[config.mk]
export PLATFORM = sky130hd
export DESIGN_NAME = lpif_link_top
export DESIGN_NICKNAME = d
export VERILOG_FILES = /design/src/lpif_pkg.sv /design/src/flit_if.sv /design/src/lpif_link_top.sv /design/src/lpif_lane_concat.sv /design/src/lpif_flit_pack.sv /design/src/ll_auto_sync.sv
export SDC_FILE = /design/constraint.sdc
export NUM_CORES = 1
export LEC_CHECK = 0
export ABC_CLOCK_PERIOD_IN_PS = 5100
export BUFFER_PORTS_ARGS = -buffer_cell sky130_fd_sc_hd__clkbuf_2
export CAP_MARGIN = 10
export CORE_ASPECT_RATIO = 0.75
export CORE_UTILIZATION = 30
export DETAILED_ROUTE_END_ITERATION = 10
export PLACE_DENSITY_LB_ADDON = 0.1
export SLEW_MARGIN = 25
export SYNTH_ARGS = -nofsm -noshare
export SYNTH_HDL_FRONTEND = slang
export SYNTH_HIERARCHICAL = 1
export SYNTH_SLANG_ARGS = --single-unit
[constraint.sdc]
create_clock -name clk_wr -period 5.1 [get_ports clk_wr]
set_input_delay 0.255 -clock clk_wr [delete_from_list [all_inputs] [get_ports clk_wr]]
set_output_delay 0.255 -clock clk_wr [all_outputs]
set_load 0.02 [all_outputs]
[src/lpif_pkg.sv]
// Shared link constants and types; FLIT_WIDTH must equal the packed width of lpif_flit_t
package lpif_pkg;

  //////////////////////////////////////////////////
  // Lane and flit geometry
  //////////////////////////////////////////////////

  // PHY lane word, strobe in bit 39 and marker in bit 38
  parameter int LANE_WIDTH   = 40;
  parameter int LANE_PAYLOAD = 38;

  // User beat fields
  parameter int DATA_WIDTH   = 64;
  parameter int BYTES        = DATA_WIDTH / 8;
  parameter int BSTART_WIDTH = 3;

  // state + protid + data + bstart + bvalid + valid
  parameter int FLIT_WIDTH   = 4 + 2 + DATA_WIDTH + BSTART_WIDTH + BYTES + 1;

  //////////////////////////////////////////////////
  // Types
  //////////////////////////////////////////////////

  // LPIF link state encoding
  typedef enum logic [3:0] {
    RESET     = 4'h0,
    ACTIVE    = 4'h1,
    IDLE      = 4'h2,
    L1        = 4'h4,
    L2        = 4'h8,
    LINKRESET = 4'h9,
    RETRAIN   = 4'hb,
    DISABLED  = 4'hc
  } lpif_state_e;

  // One user beat, msb first in this order
  typedef struct packed {
    lpif_state_e             state;
    logic [1:0]              protid;
    logic [DATA_WIDTH-1:0]   data;
    logic [BSTART_WIDTH-1:0] bstart;
    logic [BYTES-1:0]        bvalid;
    logic                    valid;
  } lpif_flit_t;

  // Online delay sequencer
  typedef enum logic [1:0] {
    SYNC_OFFLINE,
    SYNC_WAIT,
    SYNC_ONLINE
  } sync_state_e;

endpackage
[src/flit_if.sv]
// One user beat as a plain level per clock; no handshake, valid marks a real beat
interface flit_if;

  lpif_pkg::lpif_state_e                 state;
  logic [1:0]                            protid;
  logic [lpif_pkg::DATA_WIDTH-1:0]       data;
  logic [lpif_pkg::BSTART_WIDTH-1:0]     bstart;
  logic [lpif_pkg::BYTES-1:0]            bvalid;
  logic                                  valid;

  // Producer of the beat
  modport source (
    output state, protid, data, bstart, bvalid, valid
  );

  // Consumer of the beat
  modport sink (
    input  state, protid, data, bstart, bvalid, valid
  );

endinterface

[src/lpif_link_top.sv]
// Single channel, full rate, no credits or ready; LANES must be at least 3
module lpif_link_top #(
  parameter int LANES = 3
) (
  input  logic                                          clk_wr,
  input  logic                                          reset,

  input  logic                                          tx_online,
  input  logic                                          rx_online,
  input  logic [7:0]                                    delay_x_value,
  input  logic [7:0]                                    delay_xz_value,
  input  logic [7:0]                                    delay_yz_value,

  // Upstream user beat
  input  lpif_pkg::lpif_state_e                         ustrm_state,
  input  logic [1:0]                                    ustrm_protid,
  input  logic [lpif_pkg::DATA_WIDTH-1:0]               ustrm_data,
  input  logic [lpif_pkg::BSTART_WIDTH-1:0]             ustrm_bstart,
  input  logic [lpif_pkg::BYTES-1:0]                    ustrm_bvalid,
  input  logic                                          ustrm_valid,

  // Downstream user beat
  output lpif_pkg::lpif_state_e                         dstrm_state,
  output logic [1:0]                                    dstrm_protid,
  output logic [lpif_pkg::DATA_WIDTH-1:0]               dstrm_data,
  output logic [lpif_pkg::BSTART_WIDTH-1:0]             dstrm_bstart,
  output logic [lpif_pkg::BYTES-1:0]                    dstrm_bvalid,
  output logic                                          dstrm_valid,

  // PHY side
  output logic [LANES-1:0][lpif_pkg::LANE_WIDTH-1:0]    tx_phy,
  input  logic [LANES-1:0][lpif_pkg::LANE_WIDTH-1:0]    rx_phy,

  output logic [15:0]                                   rx_error_count
);

  logic tx_online_delay;
  logic rx_online_delay;
  logic tx_mrk_bit;
  logic tx_stb_bit;

  flit_if tx_flit ();
  flit_if rx_flit ();

  ll_auto_sync ll_auto_sync_i (
    .clk_wr          (clk_wr),
    .reset           (reset),
    .tx_online       (tx_online),
    .rx_online       (rx_online),
    .delay_x_value   (delay_x_value),
    .delay_xz_value  (delay_xz_value),
    .delay_yz_value  (delay_yz_value),
    .tx_online_delay (tx_online_delay),
    .rx_online_delay (rx_online_delay),
    .tx_mrk_bit      (tx_mrk_bit),
    .tx_stb_bit      (tx_stb_bit)
  );

  lpif_flit_pack lpif_flit_pack_i (
    .clk_wr       (clk_wr),
    .reset        (reset),
    .ustrm_state  (ustrm_state),
    .ustrm_protid (ustrm_protid),
    .ustrm_data   (ustrm_data),
    .ustrm_bstart (ustrm_bstart),
    .ustrm_bvalid (ustrm_bvalid),
    .ustrm_valid  (ustrm_valid),
    .dstrm_state  (dstrm_state),
    .dstrm_protid (dstrm_protid),
    .dstrm_data   (dstrm_data),
    .dstrm_bstart (dstrm_bstart),
    .dstrm_bvalid (dstrm_bvalid),
    .dstrm_valid  (dstrm_valid),
    .tx_flit      (tx_flit.source),
    .rx_flit      (rx_flit.sink)
  );

  lpif_lane_concat #(
    .LANES (LANES)
  ) lpif_lane_concat_i (
    .clk_wr          (clk_wr),
    .reset           (reset),
    .tx_online_delay (tx_online_delay),
    .rx_online_delay (rx_online_delay),
    .tx_mrk_bit      (tx_mrk_bit),
    .tx_stb_bit      (tx_stb_bit),
    .tx_phy          (tx_phy),
    .rx_phy          (rx_phy),
    .rx_error_count  (rx_error_count),
    .tx_flit         (tx_flit.sink),
    .rx_flit         (rx_flit.source)
  );

endmodule

[src/lpif_lane_concat.sv]
// LANES must be 3 or more; spare payload bits go out as zero and are ignored on receive
module lpif_lane_concat #(
  parameter int LANES = 3
) (
  input  logic                                          clk_wr,
  input  logic                                          reset,

  input  logic                                          tx_online_delay,
  input  logic                                          rx_online_delay,
  input  logic                                          tx_mrk_bit,
  input  logic                                          tx_stb_bit,

  // PHY lane words
  output logic [LANES-1:0][lpif_pkg::LANE_WIDTH-1:0]    tx_phy,
  input  logic [LANES-1:0][lpif_pkg::LANE_WIDTH-1:0]    rx_phy,

  output logic [15:0]                                   rx_error_count,

  flit_if.sink                                          tx_flit,
  flit_if.source                                        rx_flit
);

  localparam int PAYLOAD_BITS = LANES * lpif_pkg::LANE_PAYLOAD;
  localparam int PAD_BITS     = PAYLOAD_BITS - lpif_pkg::FLIT_WIDTH;

  //////////////////////////////////////////////////
  // Transmit
  //////////////////////////////////////////////////

  lpif_pkg::lpif_flit_t      tx_word;
  logic [PAYLOAD_BITS-1:0]   tx_pad;
  logic [PAYLOAD_BITS-1:0]   tx_pad_q;

  assign tx_word.state  = tx_flit.state;
  assign tx_word.protid = tx_flit.protid;
  assign tx_word.data   = tx_flit.data;
  assign tx_word.bstart = tx_flit.bstart;
  assign tx_word.bvalid = tx_flit.bvalid;
  assign tx_word.valid  = tx_flit.valid;

  assign tx_pad = {{PAD_BITS{1'b0}}, tx_word};

  always_ff @(posedge clk_wr) begin
    tx_pad_q <= tx_pad;
  end

  // Lane 0 carries the lsbs; offline lanes are held at zero
  always_comb begin
    for (int i = 0; i < LANES; i++) begin
      if (tx_online_delay) begin
        tx_phy[i] = {tx_stb_bit, tx_mrk_bit,
                     tx_pad_q[i*lpif_pkg::LANE_PAYLOAD +: lpif_pkg::LANE_PAYLOAD]};
      end else begin
        tx_phy[i] = '0;
      end
    end
  end

  //////////////////////////////////////////////////
  // Receive
  //////////////////////////////////////////////////

  logic [PAYLOAD_BITS-1:0]   rx_pad;
  logic                      lanes_ok;
  logic                      accept;
  lpif_pkg::lpif_flit_t      rx_word;

  lpif_pkg::lpif_state_e                 rx_state_q;
  logic                                  rx_valid_q;
  logic [1:0]                            rx_protid_q;
  logic [lpif_pkg::DATA_WIDTH-1:0]       rx_data_q;
  logic [lpif_pkg::BSTART_WIDTH-1:0]     rx_bstart_q;
  logic [lpif_pkg::BYTES-1:0]            rx_bvalid_q;

  // Strip marker and strobe, check them on every lane
  always_comb begin
    lanes_ok = 1'b1;
    for (int i = 0; i < LANES; i++) begin
      rx_pad[i*lpif_pkg::LANE_PAYLOAD +: lpif_pkg::LANE_PAYLOAD] =
        rx_phy[i][lpif_pkg::LANE_PAYLOAD-1:0];
      lanes_ok = lanes_ok & rx_phy[i][lpif_pkg::LANE_WIDTH-1] &
                 rx_phy[i][lpif_pkg::LANE_WIDTH-2];
    end
  end

  assign rx_word = lpif_pkg::lpif_flit_t'(rx_pad[lpif_pkg::FLIT_WIDTH-1:0]);
  assign accept  = rx_online_delay & lanes_ok;

  always_ff @(posedge clk_wr) begin
    if (reset) begin
      rx_state_q     <= lpif_pkg::RESET;
      rx_valid_q     <= 1'b0;
      rx_error_count <= '0;
    end else begin
      rx_valid_q <= accept & rx_word.valid;
      if (accept) begin
        rx_state_q <= rx_word.state;
      end
      // Saturating count of bad words while online
      if (rx_online_delay && !lanes_ok && (rx_error_count != 16'hffff)) begin
        rx_error_count <= rx_error_count + 16'd1;
      end
    end
  end

  always_ff @(posedge clk_wr) begin
    if (accept) begin
      rx_protid_q <= rx_word.protid;
      rx_data_q   <= rx_word.data;
      rx_bstart_q <= rx_word.bstart;
      rx_bvalid_q <= rx_word.bvalid;
    end
  end

  assign rx_flit.state  = rx_state_q;
  assign rx_flit.valid  = rx_valid_q;
  assign rx_flit.protid = rx_protid_q;
  assign rx_flit.data   = rx_data_q;
  assign rx_flit.bstart = rx_bstart_q;
  assign rx_flit.bvalid = rx_bvalid_q;

endmodule

[src/lpif_flit_pack.sv]
// Transmit side is combinational; downstream data fields hold their value on invalid beats
module lpif_flit_pack (
  input  logic                                clk_wr,
  input  logic                                reset,

  // Upstream user beat
  input  lpif_pkg::lpif_state_e               ustrm_state,
  input  logic [1:0]                          ustrm_protid,
  input  logic [lpif_pkg::DATA_WIDTH-1:0]     ustrm_data,
  input  logic [lpif_pkg::BSTART_WIDTH-1:0]   ustrm_bstart,
  input  logic [lpif_pkg::BYTES-1:0]          ustrm_bvalid,
  input  logic                                ustrm_valid,

  // Downstream user beat
  output lpif_pkg::lpif_state_e               dstrm_state,
  output logic [1:0]                          dstrm_protid,
  output logic [lpif_pkg::DATA_WIDTH-1:0]     dstrm_data,
  output logic [lpif_pkg::BSTART_WIDTH-1:0]   dstrm_bstart,
  output logic [lpif_pkg::BYTES-1:0]          dstrm_bvalid,
  output logic                                dstrm_valid,

  flit_if.source                              tx_flit,
  flit_if.sink                                rx_flit
);

  // Upstream beat goes straight onto the tx flit
  assign tx_flit.state  = ustrm_state;
  assign tx_flit.protid = ustrm_protid;
  assign tx_flit.data   = ustrm_data;
  assign tx_flit.bstart = ustrm_bstart;
  assign tx_flit.bvalid = ustrm_bvalid;
  assign tx_flit.valid  = ustrm_valid;

  // Rejected words arrive with state held, so state simply follows
  always_ff @(posedge clk_wr) begin
    if (reset) begin
      dstrm_state <= lpif_pkg::RESET;
      dstrm_valid <= 1'b0;
    end else begin
      dstrm_state <= rx_flit.state;
      dstrm_valid <= rx_flit.valid;
    end
  end

  // Payload only on real beats
  always_ff @(posedge clk_wr) begin
    if (rx_flit.valid) begin
      dstrm_protid <= rx_flit.protid;
      dstrm_data   <= rx_flit.data;
      dstrm_bstart <= rx_flit.bstart;
      dstrm_bvalid <= rx_flit.bvalid;
    end
  end

endmodule

[src/ll_auto_sync.sv]
// Delay-based online sequencing only; rx delay is x plus yz, a zero delay acts as one cycle
module ll_auto_sync (
  input  logic       clk_wr,
  input  logic       reset,

  input  logic       tx_online,
  input  logic       rx_online,

  // Word alignment time for the receive side
  input  logic [7:0] delay_x_value,
  input  logic [7:0] delay_xz_value,
  input  logic [7:0] delay_yz_value,

  output logic       tx_online_delay,
  output logic       rx_online_delay,
  output logic       tx_mrk_bit,
  output logic       tx_stb_bit
);

  //////////////////////////////////////////////////
  // Per-direction thresholds, index 0 is tx
  //////////////////////////////////////////////////

  logic [1:0]      online_in;
  logic [1:0][8:0] threshold;
  logic [1:0]      online_q;

  assign online_in[0] = tx_online;
  assign online_in[1] = rx_online;

  assign threshold[0] = {1'b0, delay_xz_value};
  assign threshold[1] = {1'b0, delay_x_value} + {1'b0, delay_yz_value};

  //////////////////////////////////////////////////
  // Online delay FSMs
  //////////////////////////////////////////////////

  for (genvar ch = 0; ch < 2; ch++) begin : g_chan
    lpif_pkg::sync_state_e state_q;
    logic [8:0]            count_q;
    logic [8:0]            count_next;

    // Count includes the current edge
    assign count_next = count_q + 9'd1;

    always_ff @(posedge clk_wr) begin
      if (reset) begin
        state_q <= lpif_pkg::SYNC_OFFLINE;
        count_q <= '0;
      end else if (!online_in[ch]) begin
        // Any low cycle restarts the delay
        state_q <= lpif_pkg::SYNC_OFFLINE;
        count_q <= '0;
      end else begin
        case (state_q)
          lpif_pkg::SYNC_OFFLINE,
          lpif_pkg::SYNC_WAIT: begin
            count_q <= count_next;
            if (count_next >= threshold[ch]) begin
              state_q <= lpif_pkg::SYNC_ONLINE;
            end else begin
              state_q <= lpif_pkg::SYNC_WAIT;
            end
          end
          default: begin
            state_q <= lpif_pkg::SYNC_ONLINE;
          end
        endcase
      end
    end

    assign online_q[ch] = (state_q == lpif_pkg::SYNC_ONLINE);
  end

  assign tx_online_delay = online_q[0];
  assign rx_online_delay = online_q[1];

  // Full rate, so every word carries marker and strobe
  assign tx_mrk_bit = online_q[0];
  assign tx_stb_bit = online_q[0];

endmodule

# Yosys cells after proc, flatten, opt, wreduce, memory -nomap -nowiden
# Index checks and enable logic that the tools add are counted.
# classes
addsub,4
magnitude_cmp,2
n_eq_ne,5
mux,7
n_bitwise,11
n_reduce_logical,11
# op_table
cell,count
$mux 40,3
$add 9x1->9 const B,2
$add 16x1->16 const B,1
$ne 16x16->1 const B,1
$add 8x8->9,1
$ge 9x8->1,1
$ge 9x9->1,1
$mux 2,4
$reduce_or 2->1,4
$and 1x1->1,7
$reduce_or 3->1,2
$eq 2x1->1 const B,2
$eq 2x2->1 const B,2
$logic_not 2->1,2
$not 1->1,4
$logic_and 1x1->1,2
$logic_not 1->1,1
# word_totals
regBits,284
output_inout_bits,218
elab_cells,60

# Logic depth before layout (Yosys ltp)
# logic_depth
ltp_word,8
depth_mapped,14

# By module
# The synthesis kept the hierarchy.
# modules_own_cells
module,n_inst,cells_each,area_per_inst_um2,seq_area_each_um2
lpif_lane_concat,1,408,5883.1,4374.2
lpif_flit_pack,1,169,3059.2,2412.3
ll_auto_sync,1,209,1762.9,440.4

# Worst setup path after synthesis
# OpenSTA, ideal clock, no wires.
# synth_timing
kind,register to register
start,register ll_auto_sync_i.g_chan[1].state_q[1]
end,register lpif_lane_concat_i.rx_state_q[0] (netlist: lpif_lane_concat_i/rx_flit.state[0])
arrival_ns,4.535
slack_ns,0.437
stages_incl_launch_ff,7
path_buffers,1
period_less_slack_ns,4.663
cell_sequence,dfxtp_1 buf_6 nor2b_1 inv_1 nor3_2 mux2i_1 nor2_1
# synth_via
elab_chain_cells,2
# synth_lines
item,line,source
start: declaration,ll_auto_sync.sv:39,lpif_pkg::sync_state_e state_q;
start signal: assignment,ll_auto_sync.sv:48,state_q <= lpif_pkg::SYNC_OFFLINE;
start signal: assignment,ll_auto_sync.sv:52,state_q <= lpif_pkg::SYNC_OFFLINE;
start signal: assignment,ll_auto_sync.sv:60,state_q <= lpif_pkg::SYNC_ONLINE;
$eq 2x2->1,ll_auto_sync.sv:72,assign online_q[ch] = (state_q == lpif_pkg::SYNC_ONLINE);
via rx_online_delay,lpif_link_top.sv:38,logic rx_online_delay;
$and 1x1->1,lpif_lane_concat.sv:87,assign accept = rx_online_delay & lanes_ok;
via lpif_lane_concat_i.accept,lpif_lane_concat.sv:65,logic accept;
end signal: assignment,lpif_lane_concat.sv:91,rx_state_q <= lpif_pkg::RESET;
end signal: assignment,lpif_lane_concat.sv:97,rx_state_q <= rx_word.state;
end: declaration,lpif_lane_concat.sv:68,lpif_pkg::lpif_state_e rx_state_q;
# The timed path passes the listed nets, and every way through them passes these cells.
# A chain may end at the register's enable or synchronous reset.

==> run metrics <==
ys async rst share=0%; setup slack after layout=2.05 ns; Hold Crit Class=in2reg; Pre-antenna DRT Iters=8; CTS tree=done; initial antenna violation count=1; Initial Util=30.7%; RR Endpoint=lpif_lane_concat_i/rx_flit.data[56]; R2R depth=4; detailed-placement wirelength estimate=18.2 mm; Die W=220 um; die height=166 um; CP Max Fanout=48; Clock transition at path regs=0.06 ns; drc violations=23; synthesized area=0.0107 mm^2; Worst path max stage delay=0.69 ns; clk_skew=0.0119 ns; number of port buffers=383; largest net degree at the start of global routing=49; H-tree Lvls=1; top post-synthesis cells by area=edfxtp_1 43%, dfxtp_1 24%, buf_4 8.5%; Layout area overhead=39.6%; GRT overflow=0; Yosys top cell by area=edfxtp_1; Mapped Cells=786; endpoint class of the critical path=primary output; Cell Chain, Critical Path=nor2b_4 -> buf_4 -> and2_1 -> clkbuf_2; Via Count=7,171; drt initial violations=377; yosys synthesis warning count=6; DR vias/cell=4.12; syn avg cell area=13.6 um^2; Required @ worst endpoint=4.85 ns; CP startpoint kind=register; clock sink total=284; critical path launch point=ll_auto_sync_i/g_chan[0].state_q[1]; layout cells sized above 1=35.0%; # nets final=1,521; register area share after synthesis=67.5%; setup slack after placement=1.99 ns; Max Slew Vio Count=0; fillcell total=3,337; reg2reg setup slack=2.53 ns; flip-flop and latch count after synthesis=284; synth unique cells=61; CP arrival=2.80 ns; core area=0.0349 mm^2; Clk Latency, worst-skew pair=0.56 ns; WL/cell=14.8 um; CTS buffer count=30; final setup vio count=0; die area=0.0365 mm^2; Post-CTS Setup Inserts=0; violated checks=DRC; Antenna Cells=0; Ports=448; Leak Pwr=6.43 nW; fmax=0.328 GHz; slew margin rel.=41.1%; slowest CP cell=nor2b_4; TNS Setup=0 ns; routability cong.=0.705; number of synthesized flops with an enable pin=154; Tot GR Track Use=13.1%; Rows=59; post-layout min period=3.05 ns; RSZ-0062 raised after global routing=no; Final Hold Vio Count=0; pwr dens=320 mW/mm^2; Final ANT Viol Nets=0; max-cap violations=0; CP endpoint=tx_phy[81]; Worst-Margin Slew=0.877 ns; Critical R2R Launch=ll_auto_sync_i/g_chan[1].state_q[1]; WL final=25.8 mm; Max VDD drop=220 uV; Setup CP Type=reg2out; fin crit share=59.8%; Synth Flop Type=edfxtp_1; CTS Root Cell=clkbuf_16; first-pass GRT wire length=37.0 mm; vias in the first global route=6,773; post-synth top area share=43.2%; maximum root-to-sink buffer count=3; status=complete, but fails checks
worst min path at each step:
stage                            startpoint  cells after the start  slack [ns]                                  end
final                     delay_xz_value[7]                      6        0.21  ll_auto_sync_i/g_chan[0].state_q[0]
after global routing      delay_xz_value[7]                      6        0.21  ll_auto_sync_i/g_chan[0].state_q[0]
after CTS                 delay_xz_value[7]                      6        0.18  ll_auto_sync_i/g_chan[0].state_q[0]
after detailed placement        ustrm_valid                      1        0.36       lpif_lane_concat_i/tx_pad_q[0]
after global placement      ustrm_bvalid[1]                      1        0.36       lpif_lane_concat_i/tx_pad_q[2]
after floorplan                       reset                      1        0.33      lpif_flit_pack_i/dstrm_state[0]
worst max-delay path: cells and delay by family, from the launching register on:
family | cells | cell delay, ns
buffers and inverters | 2 | 0.64
flip-flops | 1 | 0.65
AND/OR/NAND/NOR | 2 | 0.89
stage by stage:
step	power (mW)	hold slack, ns	util, %	cell area, um^2	std cells
2_1_floorplan	2.63	0.327	-	10800	817
3_5_place_dp	2.66	0.359	35.4	12400	1523
3_3_place_gp	2.66	0.357	35.4	12400	1523
5_1_grt	4.98	0.211	42.8	14900	1741
6_report	4.79	0.211	42.8	14900	1741
4_1_cts	4.87	0.183	42.8	14900	1741
cell usage in the layout, fill, tap and decap left out, drive strengths merged, types with 10 or more instances in the layout:
cell         Yosys  routed
a21oi           25      25
and2            85      85
clkbuf          12     423
clkinv           0      11
conb             1      32
dfxtp          130     130
dlygate4sd3      0     164
edfxtp         154     154
ha              28      28
inv             15      16
nand2           19      19
nand3           10      10
nor2            31      31
nor2b           18      18
o21ai           16      16
xnor2           18      18
xor2            11      11
sequential cells by signal, summed over array words and instances, names as in the netlist:
name,flops
ll_auto_sync_i/g_chan.state_q,4
lpif_lane_concat_i/tx_pad_q,82
lpif_flit_pack_i/dstrm_protid,2
lpif_lane_concat_i/rx_flit.protid,2
ll_auto_sync_i/g_chan.count_q,18
lpif_lane_concat_i/rx_flit.bstart,3
lpif_flit_pack_i/dstrm_bstart,3
lpif_flit_pack_i/dstrm_data,64
lpif_flit_pack_i/dstrm_valid,1
lpif_flit_pack_i/dstrm_bvalid,8
lpif_lane_concat_i/rx_flit.bvalid,8
lpif_lane_concat_i/rx_error_count,16
lpif_lane_concat_i/rx_flit.data,64
lpif_lane_concat_i/rx_flit.state,4
lpif_lane_concat_i/rx_flit.valid,1
lpif_flit_pack_i/dstrm_state,4
timing repair:
action	CTS	global route
endpoints found under the hold margin	164	0
endpoints found under the setup margin	0	0
hold buffers	164	0
gates resized for setup	0	0
final cells by class:
type	count	area, um^2	share of cell area, %
Sequential cell	284	7230	48.4
Timing Repair Buffer	551	3600	24.1
Multi-Input combinational cell	380	2560	17.1
Clock buffer	40	818	5.48
Tap cell	457	572	3.83
Clock inverter	14	110	0.737
Inverter	15	56.3	0.377
power breakdown:
group | switching [mW] | internal, mW | total, mW
logic | 0.109 | 0.166 | 0.276
clock network | 0.894 | 1.17 | 2.07
registers | 0.00882 | 2.43 | 2.44
total | 1.01 | 3.77 | 4.79
synth_stat cells, types with 8 or more instances:
cell type  count
o21ai_0       13
nand3_1        8
nor2b_1       18
inv_1         15
dfxtp_1      130
clkbuf_1      12
and2_1        84
or4_1          8
a21oi_1       25
xnor2_1       18
edfxtp_1     154
xor2_1        11
o31ai_1        8
nor2_1        31
ha_1          28
nand2_1       18
buf_4        121
cells by family (layout without fill, tap and decap cells):
kind of cell | after synthesis | in the layout | share of synthesized area (%)
buffers and inverters | 153 | 620 | 9.83
AOI/OAI and AO/OA | 68 | 68 | 4.09
adders and majority gates | 29 | 29 | 3.46
and+or+nand+nor | 214 | 214 | 11.9
other | 1 | 32 | 0.0350
xor gates and xnor gates | 29 | 29 | 2.37
DFF | 284 | 284 | 67.5
muxes | 8 | 8 | 0.771
per-layer routing:
metal  GRT usage [%]  share of wire, %  vias to the layer above
li1                -                 -                     3548
met1            17.7                45                     3356
met2            21.1                46                      226
met3            3.32               7.3                       39
met4            3.13               1.8                        2
met5               0             0.050                        -
No activity file was read; power rests on OpenSTA's default activity.
